$ cat config.mk
export PLATFORM = sky130hd
export DESIGN_NAME = mesosync_core
export DESIGN_NICKNAME = d
export VERILOG_FILES = /design/src/mesosync_pkg.sv /design/src/mesosync_relay_fifo.sv /design/src/mesosync_credit_fifo.sv /design/src/mesosync_credit_to_token.sv /design/src/mesosync_credit_counter.sv /design/src/mesosync_core.sv
export SDC_FILE = /design/constraint.sdc
export NUM_CORES = 1
export LEC_CHECK = 0
export ABC_AREA = 1
export BUFFER_PORTS_ARGS = -buffer_cell sky130_fd_sc_hd__clkbuf_2
export CAP_MARGIN = 20
export CELL_PAD_IN_SITES_DETAIL_PLACEMENT = 0
export CELL_PAD_IN_SITES_GLOBAL_PLACEMENT = 2
export CORE_UTILIZATION = 43
export DETAILED_ROUTE_END_ITERATION = 6
export PLACE_DENSITY = 0.89
export SYNTH_ARGS = -nofsm -noshare
export SYNTH_HDL_FRONTEND = slang
export SYNTH_SLANG_ARGS = --single-unit
export TNS_END_PERCENT = 20
$ cat constraint.sdc
create_clock -name clk_i -period 5 [get_ports clk_i]
set_input_delay 0.5 -clock clk_i [delete_from_list [all_inputs] [get_ports clk_i]]
set_output_delay 0.5 -clock clk_i [all_outputs]
set_load 0.02 [all_outputs]
$ cat src/mesosync_pkg.sv
`default_nettype none

package mesosync_pkg;

    // data word width, same on link and core sides
    localparam int WIDTH = 16;

    // input FIFO depth; the far side starts out with this many credits
    localparam int ELS = 8;

    // send credits held toward the link right after reset
    localparam int CREDIT_INITIAL = 8;

    // ceiling for every credit count in the design
    localparam int CREDIT_MAX = 8;

    // credits carried by one token pulse
    localparam int DECIMATION = 2;

    // derived widths
    localparam int PTR_W = $clog2(ELS);
    localparam int CREDIT_W = $clog2(CREDIT_MAX + 1);

    // relay buffer occupancy
    typedef enum logic [1:0] {
        RELAY_EMPTY = 2'd0,
        RELAY_ONE   = 2'd1,
        RELAY_TWO   = 2'd2
    } relay_state_e;

endpackage

`default_nettype wire

$ cat src/mesosync_relay_fifo.sv
`timescale 1ns/1ps
`default_nettype none

module mesosync_relay_fifo (
    input  wire                           clk_i,
    input  wire                           arst_n_i,
    // upstream side
    input  wire                           v_i,
    input  wire [mesosync_pkg::WIDTH-1:0] data_i,
    output logic                          ready_o,
    // downstream side
    output logic                          v_o,
    output logic [mesosync_pkg::WIDTH-1:0] data_o,
    input  wire                           ready_i
);

    import mesosync_pkg::*;

    relay_state_e state_r;
    relay_state_e state_nxt;

    // head word is what the consumer sees, skid word catches the overflow
    logic [WIDTH-1:0] head_r;
    logic [WIDTH-1:0] skid_r;

    logic enq;
    logic deq;

    assign enq = v_i & ready_o;
    assign deq = v_o & ready_i;
    assign data_o = head_r;

    // occupancy update
    always_comb begin
        state_nxt = state_r;
        case (state_r)
            RELAY_EMPTY: begin
                if (enq) state_nxt = RELAY_ONE;
            end
            RELAY_ONE: begin
                if (enq && !deq) state_nxt = RELAY_TWO;
                else if (!enq && deq) state_nxt = RELAY_EMPTY;
            end
            RELAY_TWO: begin
                // no enqueue possible here, ready_o is low
                if (deq) state_nxt = RELAY_ONE;
            end
            default: state_nxt = RELAY_EMPTY;
        endcase
    end

    // state plus registered handshake outputs
    always_ff @(posedge clk_i or negedge arst_n_i) begin
        if (!arst_n_i) begin
            state_r <= RELAY_EMPTY;
            v_o     <= 1'b0;
            ready_o <= 1'b1;
        end else begin
            state_r <= state_nxt;
            v_o     <= (state_nxt != RELAY_EMPTY);
            // stays high with one entry held, so streaming has no bubble
            ready_o <= (state_nxt != RELAY_TWO);
        end
    end

    // payload path
    always_ff @(posedge clk_i) begin
        case (state_r)
            RELAY_EMPTY: begin
                if (enq) head_r <= data_i;
            end
            RELAY_ONE: begin
                // head leaving and a new word arriving, new word becomes head
                if (enq && deq) head_r <= data_i;
                else if (enq) skid_r <= data_i;
            end
            RELAY_TWO: begin
                if (deq) head_r <= skid_r;
            end
            default: ;
        endcase
    end

endmodule

`default_nettype wire

$ cat src/mesosync_credit_fifo.sv
`timescale 1ns/1ps
`default_nettype none

module mesosync_credit_fifo (
    input  wire                           clk_i,
    input  wire                           arst_n_i,
    // link side, valid only
    input  wire                           v_i,
    input  wire [mesosync_pkg::WIDTH-1:0] data_i,
    output logic                          credit_o,
    // consumer side, valid/yumi
    output logic                          v_o,
    output logic [mesosync_pkg::WIDTH-1:0] data_o,
    input  wire                           yumi_i
);

    import mesosync_pkg::*;

    // storage for the words the far side may have in flight
    logic [WIDTH-1:0] mem_r [ELS];

    // pointers carry one extra wrap bit to tell full from empty
    logic [PTR_W:0] wr_ptr_r;
    logic [PTR_W:0] rd_ptr_r;

    logic deq;

    // not empty while the pointers differ
    assign v_o = (wr_ptr_r != rd_ptr_r);
    assign data_o = mem_r[rd_ptr_r[PTR_W-1:0]];

    assign deq = yumi_i & v_o;

    // one freed slot per dequeue goes back as a credit, same cycle
    assign credit_o = deq;

    // write side
    // the far side only sends with credit, so no full check here
    always_ff @(posedge clk_i) begin
        if (v_i) begin
            mem_r[wr_ptr_r[PTR_W-1:0]] <= data_i;
        end
    end

    always_ff @(posedge clk_i or negedge arst_n_i) begin
        if (!arst_n_i) begin
            wr_ptr_r <= '0;
        end else if (v_i) begin
            wr_ptr_r <= wr_ptr_r + 1'b1;
        end
    end

    // read side
    always_ff @(posedge clk_i or negedge arst_n_i) begin
        if (!arst_n_i) begin
            rd_ptr_r <= '0;
        end else if (deq) begin
            rd_ptr_r <= rd_ptr_r + 1'b1;
        end
    end

endmodule

`default_nettype wire

$ cat src/mesosync_credit_to_token.sv
`timescale 1ns/1ps
`default_nettype none

module mesosync_credit_to_token (
    input  wire  clk_i,
    input  wire  arst_n_i,
    input  wire  credit_i,
    input  wire  line_ready_i,
    output logic token_o
);

    import mesosync_pkg::*;

    logic [CREDIT_W-1:0] pending_r;
    logic [CREDIT_W:0]   pending_sum;
    logic [CREDIT_W-1:0] pending_clamp;
    logic                fire;

    // count the incoming credit right away so the token follows one cycle later
    always_comb begin
        pending_sum = {1'b0, pending_r} + credit_i;
        if (pending_sum > CREDIT_MAX) pending_clamp = CREDIT_W'(CREDIT_MAX);
        else pending_clamp = pending_sum[CREDIT_W-1:0];
    end

    // a full batch is pending and the line can take a token
    assign fire = line_ready_i && (pending_clamp >= DECIMATION);

    always_ff @(posedge clk_i or negedge arst_n_i) begin
        if (!arst_n_i) begin
            pending_r <= '0;
            token_o   <= 1'b0;
        end else begin
            token_o <= fire;
            // line not ready, credits just pile up
            if (fire) pending_r <= pending_clamp - CREDIT_W'(DECIMATION);
            else pending_r <= pending_clamp;
        end
    end

endmodule

`default_nettype wire

$ cat src/mesosync_credit_counter.sv
`timescale 1ns/1ps
`default_nettype none

module mesosync_credit_counter (
    input  wire  clk_i,
    input  wire  arst_n_i,
    // valid/ready side, v_i already qualified by line_ready
    input  wire  v_i,
    output logic ready_o,
    // valid/credit side toward the link
    output logic v_o,
    input  wire  token_i
);

    import mesosync_pkg::*;

    logic [CREDIT_W-1:0] credit_r;
    logic [CREDIT_W:0]   credit_sum;
    logic [CREDIT_W-1:0] credit_nxt;
    logic                send;

    // any credit left means the far side has room
    assign ready_o = (credit_r != '0);

    // combinational pass from input valid to link valid
    assign send = v_i & ready_o;
    assign v_o = send;

    // send and token may land in the same cycle
    always_comb begin
        credit_sum = {1'b0, credit_r};
        if (token_i) begin
            credit_sum = credit_sum + (CREDIT_W + 1)'(DECIMATION);
        end
        if (send) begin
            credit_sum = credit_sum - 1'b1;
        end
        // saturate, a well behaved far side never hits this
        if (credit_sum > CREDIT_MAX) credit_nxt = CREDIT_W'(CREDIT_MAX);
        else credit_nxt = credit_sum[CREDIT_W-1:0];
    end

    always_ff @(posedge clk_i or negedge arst_n_i) begin
        if (!arst_n_i) begin
            credit_r <= CREDIT_W'(CREDIT_INITIAL);
        end else begin
            credit_r <= credit_nxt;
        end
    end

endmodule

`default_nettype wire

$ cat src/mesosync_core.sv
`timescale 1ns/1ps
`default_nettype none

module mesosync_core (
    input  wire                            clk_i,
    input  wire                            arst_n_i,
    input  wire                            loopback_en_i,
    input  wire                            line_ready_i,
    // link input side
    input  wire [mesosync_pkg::WIDTH-1:0]  meso_data_i,
    input  wire                            meso_v_i,
    output logic                           meso_token_o,
    // link output side
    output logic                           meso_v_o,
    output logic [mesosync_pkg::WIDTH-1:0] meso_data_o,
    input  wire                            meso_token_i,
    // core input side
    input  wire [mesosync_pkg::WIDTH-1:0]  data_i,
    input  wire                            v_i,
    output logic                           ready_o,
    // core output side
    output logic                           v_o,
    output logic [mesosync_pkg::WIDTH-1:0] data_o,
    input  wire                            ready_i
);

    import mesosync_pkg::*;

    // input_relay output, heading for the link
    logic             in_relay_v;
    logic [WIDTH-1:0] in_relay_data;
    logic             in_relay_ready;

    // output_relay input, coming from the FIFO
    logic             out_relay_v;
    logic [WIDTH-1:0] out_relay_data;
    logic             out_relay_ready;

    // credit FIFO read side
    logic             fifo_v;
    logic [WIDTH-1:0] fifo_data;
    logic             fifo_yumi;
    logic             fifo_credit;

    // credit counter handshake
    logic             send_v;
    logic             cnt_ready;
    logic             send_ready;

    // relay on the long wire from the core
    mesosync_relay_fifo input_relay (
        .clk_i    (clk_i),
        .arst_n_i (arst_n_i),
        .v_i      (v_i),
        .data_i   (data_i),
        .ready_o  (ready_o),
        .v_o      (in_relay_v),
        .data_o   (in_relay_data),
        .ready_i  (in_relay_ready)
    );

    // relay on the long wire back to the core
    mesosync_relay_fifo output_relay (
        .clk_i    (clk_i),
        .arst_n_i (arst_n_i),
        .v_i      (out_relay_v),
        .data_i   (out_relay_data),
        .ready_o  (out_relay_ready),
        .v_o      (v_o),
        .data_o   (data_o),
        .ready_i  (ready_i)
    );

    // mode steering
    // loopback sends FIFO words back out, core paths sit idle
    assign send_v         = line_ready_i & (loopback_en_i ? fifo_v : in_relay_v);
    assign send_ready     = line_ready_i & cnt_ready;
    assign in_relay_ready = loopback_en_i ? 1'b0 : send_ready;
    assign meso_data_o    = loopback_en_i ? fifo_data : in_relay_data;
    assign out_relay_v    = loopback_en_i ? 1'b0 : fifo_v;
    assign out_relay_data = loopback_en_i ? '0 : fifo_data;

    // ready to yumi for the FIFO, consumer depends on the mode
    assign fifo_yumi = fifo_v & (loopback_en_i ? send_ready : out_relay_ready);

    mesosync_credit_fifo input_fifo (
        .clk_i    (clk_i),
        .arst_n_i (arst_n_i),
        .v_i      (meso_v_i),
        .data_i   (meso_data_i),
        .credit_o (fifo_credit),
        .v_o      (fifo_v),
        .data_o   (fifo_data),
        .yumi_i   (fifo_yumi)
    );

    // freed FIFO slots go back to the far side in batches
    mesosync_credit_to_token token_gen (
        .clk_i        (clk_i),
        .arst_n_i     (arst_n_i),
        .credit_i     (fifo_credit),
        .line_ready_i (line_ready_i),
        .token_o      (meso_token_o)
    );

    mesosync_credit_counter output_credit (
        .clk_i    (clk_i),
        .arst_n_i (arst_n_i),
        .v_i      (send_v),
        .ready_o  (cnt_ready),
        .v_o      (meso_v_o),
        .token_i  (meso_token_i)
    );

endmodule

`default_nettype wire

Word-level counts from Yosys, hierarchy flattened

Memory sizes are Yosys's and may differ from the RTL's.
Index checks and enable logic that the tools add are counted.
W data, S select, Z words.

Flip-flop bits (word level): 89
Bits in writable memories: 128
Input bits: 40
Output and inout port bits: 36
Memories: 1

Memory list:

| memory           | depth | bits a word | rd ports | clocked after Yosys merged registers in | wr ports | RTL line                   | text |
|---|---|---|---|---|---|---|---|
| input_fifo.mem_r | 8     | 16          | 1        | 0                                       | 1        | mesosync_credit_fifo.sv:20 | `logic [WIDTH-1:0] mem_r [ELS];` |

Add/sub/neg operators: 6
Magnitude comparators: 3
Eq/ne operators: 13
Mux-type cells: 31
Bitwise logic cells: 11
Reductions and logical operators: 22

Operators by type and width:

| operator              | count |
|---|---|
| $mux W16              | 8 |
| $pmux W16 S3          | 2 |
| $mux W2               | 8 |
| $mux W4               | 3 |
| $ne A2 B1 Y1 const B  | 6 |
| $pmux W2 S3           | 2 |
| $gt A5 B4 Y1 const B  | 2 |
| $mux W5               | 2 |
| $and A1 B1 Y1         | 9 |
| $add A4 B1 Y4 const B | 2 |
| $reduce_and A4 Y1     | 2 |
| $logic_and A1 B1 Y1   | 7 |
| $mux W1               | 6 |
| $reduce_and A3 Y1     | 2 |
| $reduce_bool A3 Y1    | 2 |
| $add A4 B1 Y5         | 1 |
| $add A4 B2 Y5 const B | 1 |
| $sub A5 B1 Y5 const B | 1 |
| $eq A2 B1 Y1 const B  | 2 |
| $eq A2 B2 Y1 const B  | 2 |
| $ge A4 B2 Y1 const B  | 1 |
| $logic_not A1 Y1      | 4 |
| $logic_not A2 Y1      | 2 |
| $ne A2 B2 Y1 const B  | 2 |
| other kinds (5)       | 7 |

Depth between registers and ports, before layout

Gate-level depths: netlist of the first run.

Word-level depth: 11
Depth in mapped cells: 18

Cells and area by module

From an unflattened synthesis of the first run, not the netlist that was laid out.

Cells, all modules: 875
Area total of the unflattened synthesis: 9569.2 µm²

Modules (own cells, without submodules):

| module                   | times used | cells an instance | area each (µm²) | sequential area each (µm²) |
|---|---|---|---|---|
| mesosync_credit_fifo     | 1          | 463               | 5527.8          | 4043.9 |
| mesosync_relay_fifo      | 2          | 107               | 1418.9          | 1062.3 |
| mesosync_credit_counter  | 1          | 69                | 442.9           | 101.3 |
| mesosync_core            | 1          | 80                | 409.1           | 0.0 |
| mesosync_credit_to_token | 1          | 49                | 351.6           | 125.1 |

Least setup slack after synthesis of the first run

OpenSTA, ideal clock, no wires.

Path type: input to register
Start point: in loopback_en_i
End point: reg token_gen.pending_r[3]
Library setup time: 0.123 ns
Arrival: 2.376 ns
Required time: 4.877 ns
Setup slack: 2.501 ns
Stages: 12
Buffers on the path: 1
Cell sequence: buf_2 > inv_2 > nor2_1 > nand2_4 > nand2_1 > ha_1 > ha_1 > xor2_1 > nor2_1 > a31oi_1 > nand2_1 > xnor2_1

Longest elaborated chain between the ends: 9
Elaborated cells on any way between the ends: 10
Classes of those cells: add/sub (2); order compare (2); mux (3); bitwise (2); reduce/logical (1)

Ends and longest elaborated chain:

| element               | RTL line                       | text |
|---|---|---|
| start, declared       | mesosync_core.sv:7             | `input wire loopback_en_i,` |
| $mux W1 *             | mesosync_core.sv:84            | `assign fifo_yumi = fifo_v & (loopback_en_i ? send_ready : out_relay_ready);` |
| $and A1 B1 Y1 *       | mesosync_core.sv:84            |  |
| $and A1 B1 Y1 *       | mesosync_credit_fifo.sv:32     | `assign deq = yumi_i & v_o;` |
| net fifo_credit       | mesosync_core.sv:43            | `logic fifo_credit;` |
| $add A4 B1 Y5 *       | mesosync_credit_to_token.sv:21 | `pending_sum = {1'b0, pending_r} + credit_i;` |
| $gt A5 B4 Y1          | mesosync_credit_to_token.sv:22 | `if (pending_sum > CREDIT_MAX) pending_clamp = CREDIT_W'(CREDIT_MAX);` |
| $mux W4 *             | mesosync_credit_to_token.sv:22 |  |
| $ge A4 B2 Y1 *        | mesosync_credit_to_token.sv:27 | `assign fire = line_ready_i && (pending_clamp >= DECIMATION);` |
| $logic_and A1 B1 Y1 * | mesosync_credit_to_token.sv:27 |  |
| net token_gen.fire    | mesosync_credit_to_token.sv:17 | `logic fire;` |
| $mux W4 *             | mesosync_credit_to_token.sv:36 | `if (fire) pending_r <= pending_clamp - CREDIT_W'(DECIMATION);` |
| end signal, assigned  | mesosync_credit_to_token.sv:36 |  |
| end signal, assigned  | mesosync_credit_to_token.sv:37 | `else pending_r <= pending_clamp;` |
| end, declared         | mesosync_credit_to_token.sv:14 | `logic [CREDIT_W-1:0] pending_r;` |

Mark *: on every way through the listed nets, which the timed path passes. The rest lies on a longest branch.
A chain may end at the register's enable or synchronous reset.

Worst setup path after layout of the first run

Start point: reg input_fifo.rd_ptr_r[2]
End point: reg token_gen.pending_r[3]

Longest elaborated chain between the ends: 9
Elaborated cells on any way between the ends: 10
Classes of those cells: add/sub (2); order compare (2); eq/ne (1); mux (2); bitwise (2); reduce/logical (1)

Ends and longest elaborated chain:

| element                | RTL line                       | text |
|---|---|---|
| start, declared        | mesosync_credit_fifo.sv:24     | `logic [PTR_W:0] rd_ptr_r;` |
| start signal, assigned | mesosync_credit_fifo.sv:58     | `rd_ptr_r <= rd_ptr_r + 1'b1;` |
| $ne A4 B4 Y1 *         | mesosync_credit_fifo.sv:29     | `assign v_o = (wr_ptr_r != rd_ptr_r);` |
| $and A1 B1 Y1          | mesosync_core.sv:84            |  |
| $and A1 B1 Y1 *        | mesosync_credit_fifo.sv:32     |  |
| net fifo_credit        | mesosync_core.sv:43            |  |
| $add A4 B1 Y5 *        | mesosync_credit_to_token.sv:21 |  |
| $gt A5 B4 Y1           | mesosync_credit_to_token.sv:22 |  |
| $mux W4 *              | mesosync_credit_to_token.sv:22 |  |
| $ge A4 B2 Y1 *         | mesosync_credit_to_token.sv:27 |  |
| $logic_and A1 B1 Y1 *  | mesosync_credit_to_token.sv:27 |  |
| net token_gen.fire     | mesosync_credit_to_token.sv:17 |  |
| $mux W4 *              | mesosync_credit_to_token.sv:36 |  |

Marked as above.

==> impl_metrics.json, run 1 <==
{
  "area_growth_pct": 16.3,
  "max_freq_mhz": 264,
  "worst_slack_ps": 1210,
  "die_w_um": 146,
  "syn_area_mm2": 0.00887,
  "portBuffers": 75,
  "die_area_mm2": 0.0212,
  "cp_common_cell": "nand2_1",
  "synthTopCellsByArea": "edfxtp_1, nand2_1, dfrtp_1",
  "ys_ff_latch": 217,
  "violations": "DRC",
  "wl_per_cell_um": 16.8,
  "grt_use_total_pct": 17.8,
  "yosysTopAreaCell": "edfxtp_1",
  "endpoint_kind": "register",
  "crit_fanout": 19,
  "timing.rr.start": "input_fifo.rd_ptr_r[2]$_DFFE_PN0P_",
  "slew_headroom_pct": 27.0,
  "hp-class": "primary input to async pin",
  "ir_drop_mv": 0.359,
  "antenna_cells": 0,
  "synth_top_area_share_pct": 65.0,
  "gr-total-overflow": 0,
  "hpwl_um": 11500,
  "ioPinCount": 76,
  "skew_ps": 12.5,
  "post-place-ws_ps": 1250,
  "die_h_um": 146,
  "wirelength_um": 18600,
  "layout_min_cycle_time_ps": 3790,
  "setup_violations": 0,
  "clkTransAtPathRegs_ps": 60,
  "ant_nets": 0,
  "worstSetupPathType": "register to register",
  "p_leak_nw": 3.99,
  "avgSynthCellArea_um2": 12.0,
  "ys_seq_area_share_pct": 72.1,
  "grt_pass1_vias": 5616,
  "worstSetupStartpoint": "input_fifo.rd_ptr_r[2]$_DFFE_PN0P_",
  "cts_setup_buffers": 0,
  "clockBufferDepth": 3,
  "crit_required_ps": 5390,
  "fill_cells": 1697,
  "finish.utilization_pct": 51.0,
  "drt_iter0_markers": 362,
  "grt_max_degree": 67,
  "yosys_warnings": 0,
  "drive_gt1_share_pct": 17.2,
  "nNetsFinal": 867,
  "crit_path_top_delay_cell": "dfrtp_1",
  "cap_violations": 0,
  "hold_viol": 0,
  "synth_cell_types": 29,
  "finalSetupTns_ps": 0,
  "htree_levels": 1,
  "timing.final.crit_share_pct": 75.8,
  "cp.arrival_ps": 4180,
  "initial_core_util_pct": 43.8,
  "worst_slew_pin_slew_ps": 1090,
  "drc_errors": 2,
  "rsz0062_at_grt": "no",
  "coreArea_mm2": 0.0202,
  "grt_first_pass_wirelength_um": 29300,
  "postCtsHoldBufs": 0,
  "antenna_found_initial": 0,
  "insertion_delay_ps": 500,
  "numCtsBuffers": 23,
  "slew_violations": 0,
  "drt_first_pass_iters": 7,
  "p_per_area_mw_per_mm2": 637,
  "cts_root_buffer": "clkbuf_16",
  "gp_congestion": 0.788,
  "path_cells": "inv_2 > nand2_1 > nand2_1 > nor2_1 > nand2_2 > nand3_1 > nand2_1 > ha_1 > ha_1 > xor2_1 > nor2_1 > a31oi_1 > nand2_1 > xnor2_1",
  "synth_nets": 789,
  "critPathLaunchType": "register",
  "tritoncts": "built",
  "cts_resized": 0,
  "avgViaCountPerCell": 5.16,
  "num_rows": 52,
  "status": "finished with violations",
  "critPathMaxStageDelay_ps": 890,
  "syn_inst": 742,
  "cts_sinks": 217,
  "vias": 5705
}
-- area by class of cell --
type / instances / area, um^2 / area share (%)
Clock buffer: 31 / 636 / 6.16
Clock inverter: 10 / 126 / 1.23
Inverter: 38 / 143 / 1.38
Multi-Input combinational cell: 455 / 2210 / 21.5
Sequential cell: 217 / 6390 / 62.0
Tap cell: 270 / 338 / 3.28
Timing Repair Buffer: 85 / 462 / 4.48
-- stage by stage --
stage	total power [mW]	hold WS (ps)	area, um^2	cells
CTS	6.63	58.1	10300	1103
floorplan	4.18	204	8870	742
finish	6.57	34.8	10300	1106
global placement	4.85	479	9520	1062
detailed placement	4.92	489	9520	1062
global route	6.96	83.2	10300	1106
-- cells in the final DEF, fill, tap and decap left out, types with 3 or more instances in the layout --
cell type / netlist / routed
a21oi_1: 4 / 4
buf_4: 1 / 7
buf_6: 0 / 3
bufinv_16: 0 / 3
clkbuf_1: 17 / 5
clkbuf_16: 0 / 23
clkbuf_2: 0 / 75
clkbuf_8: 0 / 3
clkinv_2: 0 / 5
dfrtp_1: 22 / 22
dfstp_2: 3 / 3
edfxtp_1: 192 / 192
ha_1: 7 / 7
inv_1: 33 / 33
inv_2: 4 / 4
nand2_1: 178 / 178
nand2_2: 4 / 4
nand3_1: 13 / 13
nor2_1: 101 / 94
nor2_2: 3 / 10
o21ai_0: 88 / 88
o221ai_1: 32 / 32
xor2_1: 11 / 11
-- where the power goes --
group | leakage [nW] | switching (mW) | internal [mW]
combinational | 1.55 | 1.58 | 0.609
sequential | 2.06 | 0.174 | 2.51
clock | 0.375 | 0.649 | 1.04
total | 3.99 | 2.40 | 4.17
-- metal layers --
layer  share of wire (%)  track usage, %  vias up
met3                 4.8            2.82       35
met1                  41            22.3     2751
met2                  51            30.9      154
met5                   0               0        -
li1                    -               -     2765
met4                 3.2            7.16        0
-- flip-flops by register name, summed over array words and instances, names as in the netlist, 2 cells and up --
name,count
input_fifo.rd_ptr_r,4
input_relay.data_o,16
output_relay.data_o,16
output_relay.state_r,2
token_gen.pending_r,4
input_fifo.mem_r,128
output_relay.skid_r,16
input_fifo.wr_ptr_r,4
output_credit.credit_r,4
input_relay.state_r,2
input_relay.skid_r,16
-- cell usage after synthesis --
| cell type | n |
|---|---|
| nand4_4 | 1 |
| inv_2 | 4 |
| o211ai_1 | 1 |
| nor2_1 | 101 |
| buf_4 | 1 |
| nor3_1 | 2 |
| xor2_1 | 11 |
| a31oi_1 | 2 |
| buf_2 | 11 |
| nand2_4 | 2 |
| edfxtp_1 | 192 |
| dfrtp_1 | 22 |
| a21oi_1 | 4 |
| dfstp_2 | 3 |
| ha_1 | 7 |
| nand2_2 | 4 |
| xnor2_1 | 2 |
| nand4_1 | 1 |
| o21ai_1 | 2 |
| o21ai_0 | 88 |
| buf_1 | 3 |
| nand2_1 | 178 |
| clkinv_1 | 1 |
| clkbuf_1 | 17 |
| o221ai_1 | 32 |
| inv_1 | 33 |
| nor2_2 | 3 |
| nand3_1 | 13 |
| o22ai_1 | 1 |
-- critical path, delay by kind of cell, from the launching register on --
family | cells | cell delay, ps
adder cells (fa/ha/maj) | 2 | 510
buffers and inverters | 1 | 410
AO/OA/AOI/OAI | 1 | 450
XOR/XNOR | 2 | 410
flip-flops | 1 | 890
AND/OR/NAND/NOR | 8 | 1010
-- kinds of logic after synthesis --
kind of cell	synth area share [%]
AOI/OAI and AO/OA	8.76
xor gates and xnor gates	1.28
adders and majority gates	0.987
buffers and inverters	3.16
DFF	72.1
and+or+nand+nor	13.7
-- path summary, 6_finish.rpt --
check	slack, ps	cells after the start	to
min reg2reg	510	1	input_fifo.wr_ptr_r[3]$_DFFE_PN0P_
min	30	1	input_fifo.wr_ptr_r[3]$_DFFE_PN0P_
min in group clk_i	190	1	input_relay.skid_r[2]$_DFFE_PP_
max reg2reg	1210	14	token_gen.pending_r[3]$_DFF_PN0_
max	1210	14	token_gen.pending_r[3]$_DFF_PN0_
max in group asynchronous	4520	1	input_fifo.wr_ptr_r[2]$_DFFE_PN0P_
(Power assumes the default switching activity.)
==> inputs of run 2 (changes only) <==
- CORE_UTILIZATION: 43 -> 36
- PLACE_DENSITY: 0.89 -> 0.8
- clock period: 5 -> 3.05 ns (I/O delays scaled with it)
==> run 2 against run 1 <==
The run now ends clean. First-iteration DRC count up 36%. Global-route usage shrank 1.5 points. Register-to-register slack got worse by 850 ps. Wire length rose by 7.1%. Critical path type is now register to output pin. Critical endpoint is now meso_data_o[12]. Largest cell class unchanged. Highest routed layer unchanged.
==> impl_metrics.json, run 2 (synthesis results as in run 1) <==
{
  "status": "finished, final reports clean",
  "slew_headroom_pct": 54.4,
  "p_switching_mw": 4.16,
  "ant_nets": 0,
  "die_area_mm2": 0.0253,
  "skew_ps": 20.8,
  "layout_common_cells": "edfxtp_1, nand2_1, nor2_1",
  "seq_power_share_pct": 39.6,
  "comb_power_share_pct": 35.2,
  "coreArea_mm2": 0.0242,
  "timing.final.crit_share_pct": 95.5,
  "crit_path_top_delay_cell": "dfrtp_1",
  "antenna_found_initial": 0,
  "crit_fanout": 33,
  "gr-total-overflow": 0,
  "grt_use_total_pct": 16.3,
  "crit_buf_inv": 3,
  "tritoncts": "built",
  "htree_levels": 1,
  "ir_drop_mv": 0.562,
  "swShare_pct": 37.6,
  "grt_pass1_vias": 5612,
  "cts_sinks": 217,
  "crit_required_ps": 2740,
  "worstHoldStart": "meso_v_i",
  "p_total_mw": 11.1,
  "hp-class": "primary input to register",
  "clockBufferDepth": 3,
  "max_freq_mhz": 343,
  "hold_viol": 0,
  "finish.utilization_pct": 44.1,
  "p_per_area_mw_per_mm2": 1040,
  "r2r_slack_ps": 360,
  "final_common_cell": "edfxtp_1",
  "path_cells": "inv_2 > buf_6 > o21ai_0 > o221ai_1 > nand2_1 > o21ai_0 > clkbuf_2",
  "rsz0062_at_grt": "no",
  "slew_violations": 0,
  "grt_first_pass_wirelength_um": 31900,
  "wirelength_um": 20000,
  "initial_core_util_pct": 36.6,
  "nNetsFinal": 902,
  "critPathLaunchType": "register",
  "worstSetupStartpoint": "input_fifo.rd_ptr_r[1]$_DFFE_PN0P_",
  "clkTransAtPathRegs_ps": 60,
  "vias": 5714,
  "hpwl_um": 13000,
  "p_leak_nw": 4.15,
  "finalSetupTns_ps": 0,
  "timing.rr.start": "input_fifo.rd_ptr_r[1]$_DFFE_PN0P_",
  "worstSetupPathType": "register to output pin",
  "layout_min_cycle_time_ps": 2910,
  "insertion_delay_ps": 530,
  "grt_max_degree": 68,
  "cp.arrival_ps": 2610,
  "p_int_mw": 6.90,
  "ioPinCount": 76,
  "num_rows": 57,
  "die_w_um": 159,
  "cap_violations": 0,
  "wl_per_cell_um": 16.7,
  "drt_iter0_markers": 494,
  "largest_reg_flops": 128,
  "worst_slew_pin_slew_ps": 684,
  "area_growth_pct": 20.5,
  "fill_cells": 2306,
  "whs_ps": 47.5,
  "drt_first_pass_iters": 5,
  "numCtsBuffers": 24,
  "setup_violations": 0,
  "p_clk_share_pct": 25.2,
  "portBuffers": 75,
  "avgViaCountPerCell": 4.77,
  "gp_congestion": 0.769,
  "drc_errors": 0,
  "critPathMaxStageDelay_ps": 500,
  "antenna_cells": 0,
  "endpoint_kind": "output pin",
  "cts_root_buffer": "clkbuf_16",
  "drive_gt1_share_pct": 17.5,
  "die_h_um": 159,
  "cp_common_cell": "o21ai_0",
  "cpLargestDelayFamily": "compound AO/OA/AOI/OAI gates"
}
run 2: changes by cell type in the layout (fill, tap and decap cells not counted), moves of 2 or more:
cell           delta
buf_4            +16
dlygate4sd3_1    +17
clkbuf_1          +3
clkbuf_8          -2
clkinv_1          +2
nor2_1            +7
nor2_2            -7
run 2: routing by layer:
layer  vias to the layer above  global-route usage, %  wire length [um]
li1                       2834                      -                 -
met1                      2726                   23.1              9330
met2                       129                   25.4              8960
met3                        25                   3.33              1220
met4                         0                   5.03               435
met5                         -                      0                 0
run 2: area by class of cell:
class	instances	area (um^2)	share of cell area [%]
Tap cell	324	405	3.79
Inverter	38	143	1.34
Clock buffer	33	644	6.03
Timing Repair Buffer	119	772	7.23
Multi-Input combinational cell	455	2190	20.5
Clock inverter	11	129	1.21
Sequential cell	217	6400	59.9
run 2: stage by stage:
stage | cell area, um^2 | worst slack, ps | cells
2_1_floorplan | 8870 | 576 | 742
3_3_place_gp | 9730 | 509 | 1136
3_5_place_dp | 9730 | 431 | 1136
4_1_cts | 10700 | 55.9 | 1197
5_1_grt | 10700 | 28.2 | 1197
6_report | 10700 | 138 | 1197
run 2: worst reg2reg max path: stages, from the launching register on:
cell,delay [ps]
dfrtp_1,540
inv_2,80
nand2_2,60
nand2_1,60
nor2_2,110
nand2_2,90
nand3_1,150
nand2_1,90
ha_1,220
ha_1,220
xor2_1,170
nor2_1,140
nand3_1,90
nand2_1,90
nand2_1,80
ha_1,280
a21oi_1,120
run 2: final timing paths:
path | end | depth (start not counted)
worst min-delay path | input_fifo.wr_ptr_r[0]$_DFFE_PN0P_ | 2
worst max-delay path | meso_data_o[12] | 7
worst min register to register | input_fifo.wr_ptr_r[3]$_DFFE_PN0P_ | 1
worst max register to register | token_gen.pending_r[2]$_DFF_PN0_ | 16
max in group asynchronous | input_fifo.rd_ptr_r[0]$_DFFE_PN0P_ | 2
min in group asynchronous | input_fifo.wr_ptr_r[0]$_DFFE_PN0P_ | 2
run 2: timing repair:
action,4_1_cts,5_1_grt
gates resized for setup,0,4
endpoints found under the setup margin,0,8
hold buffers,17,0
endpoints found under the hold margin,38,0
buffers inserted,0,0
run 2: power groups by stage:
| stage | Clock, mW | Sequential, mW | Combinational, mW |
|---|---|---|---|
| 5_1_grt | 2.98 | 4.44 | 4.38 |
| 6_report | 2.79 | 4.38 | 3.89 |
| 2_1_floorplan | 0 | 4.55 | 2.31 |
| 3_5_place_dp | 0 | 4.44 | 3.92 |
| 4_1_cts | 2.86 | 4.38 | 3.94 |
| 3_3_place_gp | 0 | 4.42 | 3.90 |
==> inputs of run 3 (changes only) <==
- CORE_UTILIZATION: 36 -> 43
- PLACE_DENSITY: 0.8 -> default
- PLACE_DENSITY_LB_ADDON: default -> 0.1
- clock period: 3.05 -> 3.6 ns (I/O delays scaled with it)
==> run 3 against run 2 <==
Global-route usage rose by 2.9 points. Clock power is 12% lower. Critical path type unchanged. Highest routed layer unchanged. Wire length up 0.18%. Critical endpoint is now meso_data_o[3]. Largest cell class unchanged.
==> impl_metrics.json, run 3 (synthesis results as in run 1) <==
{
  "status": "finished, final reports clean",
  "grt_use_total_pct": 19.2,
  "gr-total-overflow": 0,
  "timing.final.crit_share_pct": 84.0,
  "tritoncts": "built",
  "slew_headroom_pct": 52.0,
  "critPathLaunchType": "register",
  "worst_slew_pin_slew_ps": 719,
  "cap_violations": 0,
  "clockBufferDepth": 3,
  "skew_ps": 21.0,
  "die_w_um": 146,
  "slew_violations": 0,
  "worstSetupPathType": "register to output pin",
  "swShare_pct": 37.2,
  "gp_congestion": 0.782,
  "cts_sinks": 217,
  "antenna_found_initial": 0,
  "crit_path_top_delay_cell": "buf_4",
  "ant_nets": 0,
  "finalSetupTns_ps": 0,
  "path_cells": "inv_1 > buf_4 > o21ai_0 > o221ai_1 > nand2_1 > o21ai_0 > clkbuf_2",
  "cpLargestDelayFamily": "buffers and inverters",
  "wl_per_cell_um": 17.9,
  "final_common_cell": "edfxtp_1",
  "crit_required_ps": 3240,
  "rsz0062_at_grt": "no",
  "max_freq_mhz": 331,
  "p_per_area_mw_per_mm2": 894,
  "hold_viol": 0,
  "worst-path-stages": 7,
  "p_leak_nw": 4.04,
  "nNetsFinal": 877,
  "p_int_mw": 5.85,
  "cts_setup_buffers": 0,
  "endpoint_kind": "output pin",
  "drt_first_pass_iters": 4,
  "seq_power_share_pct": 39.7,
  "numCtsBuffers": 23,
  "cp.arrival_ps": 2670,
  "ir_drop_mv": 0.442,
  "initial_core_util_pct": 43.8,
  "num_rows": 52,
  "die_h_um": 146,
  "grt_first_pass_wirelength_um": 31200,
  "hpwl_um": 12300,
  "cp_common_cell": "o21ai_0",
  "area_growth_pct": 17.5,
  "portBuffers": 75,
  "grt_pass1_vias": 5688,
  "largest_reg_flops": 128,
  "layout_common_cells": "edfxtp_1, nand2_1, nor2_1",
  "whs_path_depth": 1,
  "clkTransAtPathRegs_ps": 60,
  "avgViaCountPerCell": 5.05,
  "crit_buf_inv": 3,
  "r2r_end": "token_gen.pending_r[3]$_DFF_PN0_",
  "layout_min_cycle_time_ps": 3030,
  "insertion_delay_ps": 530,
  "vias": 5640,
  "r2r_slack_ps": 790,
  "drc_errors": 0,
  "reg2reg_depth": 14,
  "worstHoldStart": "data_i[9]",
  "grt_max_degree": 65,
  "wirelength_um": 20000,
  "htree_levels": 1,
  "worstSetupStartpoint": "input_fifo.rd_ptr_r[0]$_DFFE_PN0P_",
  "critPathMaxStageDelay_ps": 530,
  "p_clk_share_pct": 26.4,
  "antenna_cells": 0,
  "p_switching_mw": 3.46,
  "drt_iter0_markers": 355,
  "drive_gt1_share_pct": 18.1,
  "timing.rr.start": "input_fifo.wr_ptr_r[1]$_DFFE_PN0P_",
  "min_to": "input_relay.skid_r[9]$_DFFE_PP_",
  "crit_fanout": 64,
  "cts_root_buffer": "clkbuf_16",
  "coreArea_mm2": 0.0202,
  "ioPinCount": 76,
  "die_area_mm2": 0.0212,
  "fill_cells": 1833,
  "setup_violations": 0,
  "finish.utilization_pct": 51.5,
  "hp-class": "primary input to register",
  "comb_power_share_pct": 33.9
}
## run 3: cell count changes in the layout (fill, tap and decap cells not counted), sizes merged
cell         delta
bufinv          +2
inv             +2
dlygate4sd3    -16
clkbuf          -5
clkinv          -3
clkinvlp        +1
buf             -8
## run 3: timing repair
item / 4_1_cts / 5_1_grt
gates resized for setup: 0 / 0
hold buffers: 1 / 0
hold endpoints to repair: 22 / 0
## run 3: worst max path at each step
| stage | slack (ps) | end |
|---|---|---|
| floorplan | 1130 | token_gen.pending_r[3]$_DFF_PN0_ |
| finish | 570 | meso_data_o[3] |
| detailed placement | 740 | token_gen.pending_r[3]$_DFF_PN0_ |
| global placement | 870 | token_gen.pending_r[3]$_DFF_PN0_ |
| CTS | 510 | meso_data_o[3] |
| global route | 320 | meso_data_o[3] |
## run 3: layout make-up
class,count,area (um^2),share of cell area (%)
flip-flops and latches,217,6400,61.4
multi-input cells,455,2210,21.2
clock buffers,28,594,5.70
repair buffers,95,551,5.28
well taps,270,338,3.24
clock inverters,13,186,1.79
inverters,38,143,1.37
## run 3: metal layers
metal | routed length [um] | GRT usage [%] | part of all wire [%] | vias up
met1 | 9060 | 25.6 | 45 | 2721
met2 | 9670 | 32.4 | 48 | 98
li1 | - | - | - | 2790
met3 | 785 | 3.01 | 3.9 | 31
met5 | 0 | 0 | 0 | -
met4 | 471 | 6.11 | 2.4 | 0
## run 3: per-stage QoR
step,power [mW],hold slack (ps),area (um^2),setup WS (ps),std cells
floorplan,5.81,64.4,8870,1130,742
global placement,6.90,423,9580,869,1071
detailed placement,6.99,425,9630,736,1074
CTS,9.44,20.2,10400,509,1116
global route,9.91,12.9,10400,325,1116
finish,9.32,28.6,10400,574,1116
## run 3: power groups by stage
stage                     clock [mW]  sequential (mW)  combinational (mW)
after detailed placement           0             3.76                3.23
after global routing            2.59             3.76                3.56
after floorplan                    0             3.86                1.95
after CTS                       2.49             3.71                3.24
after global placement             0             3.74                3.16
final                           2.46             3.70                3.16
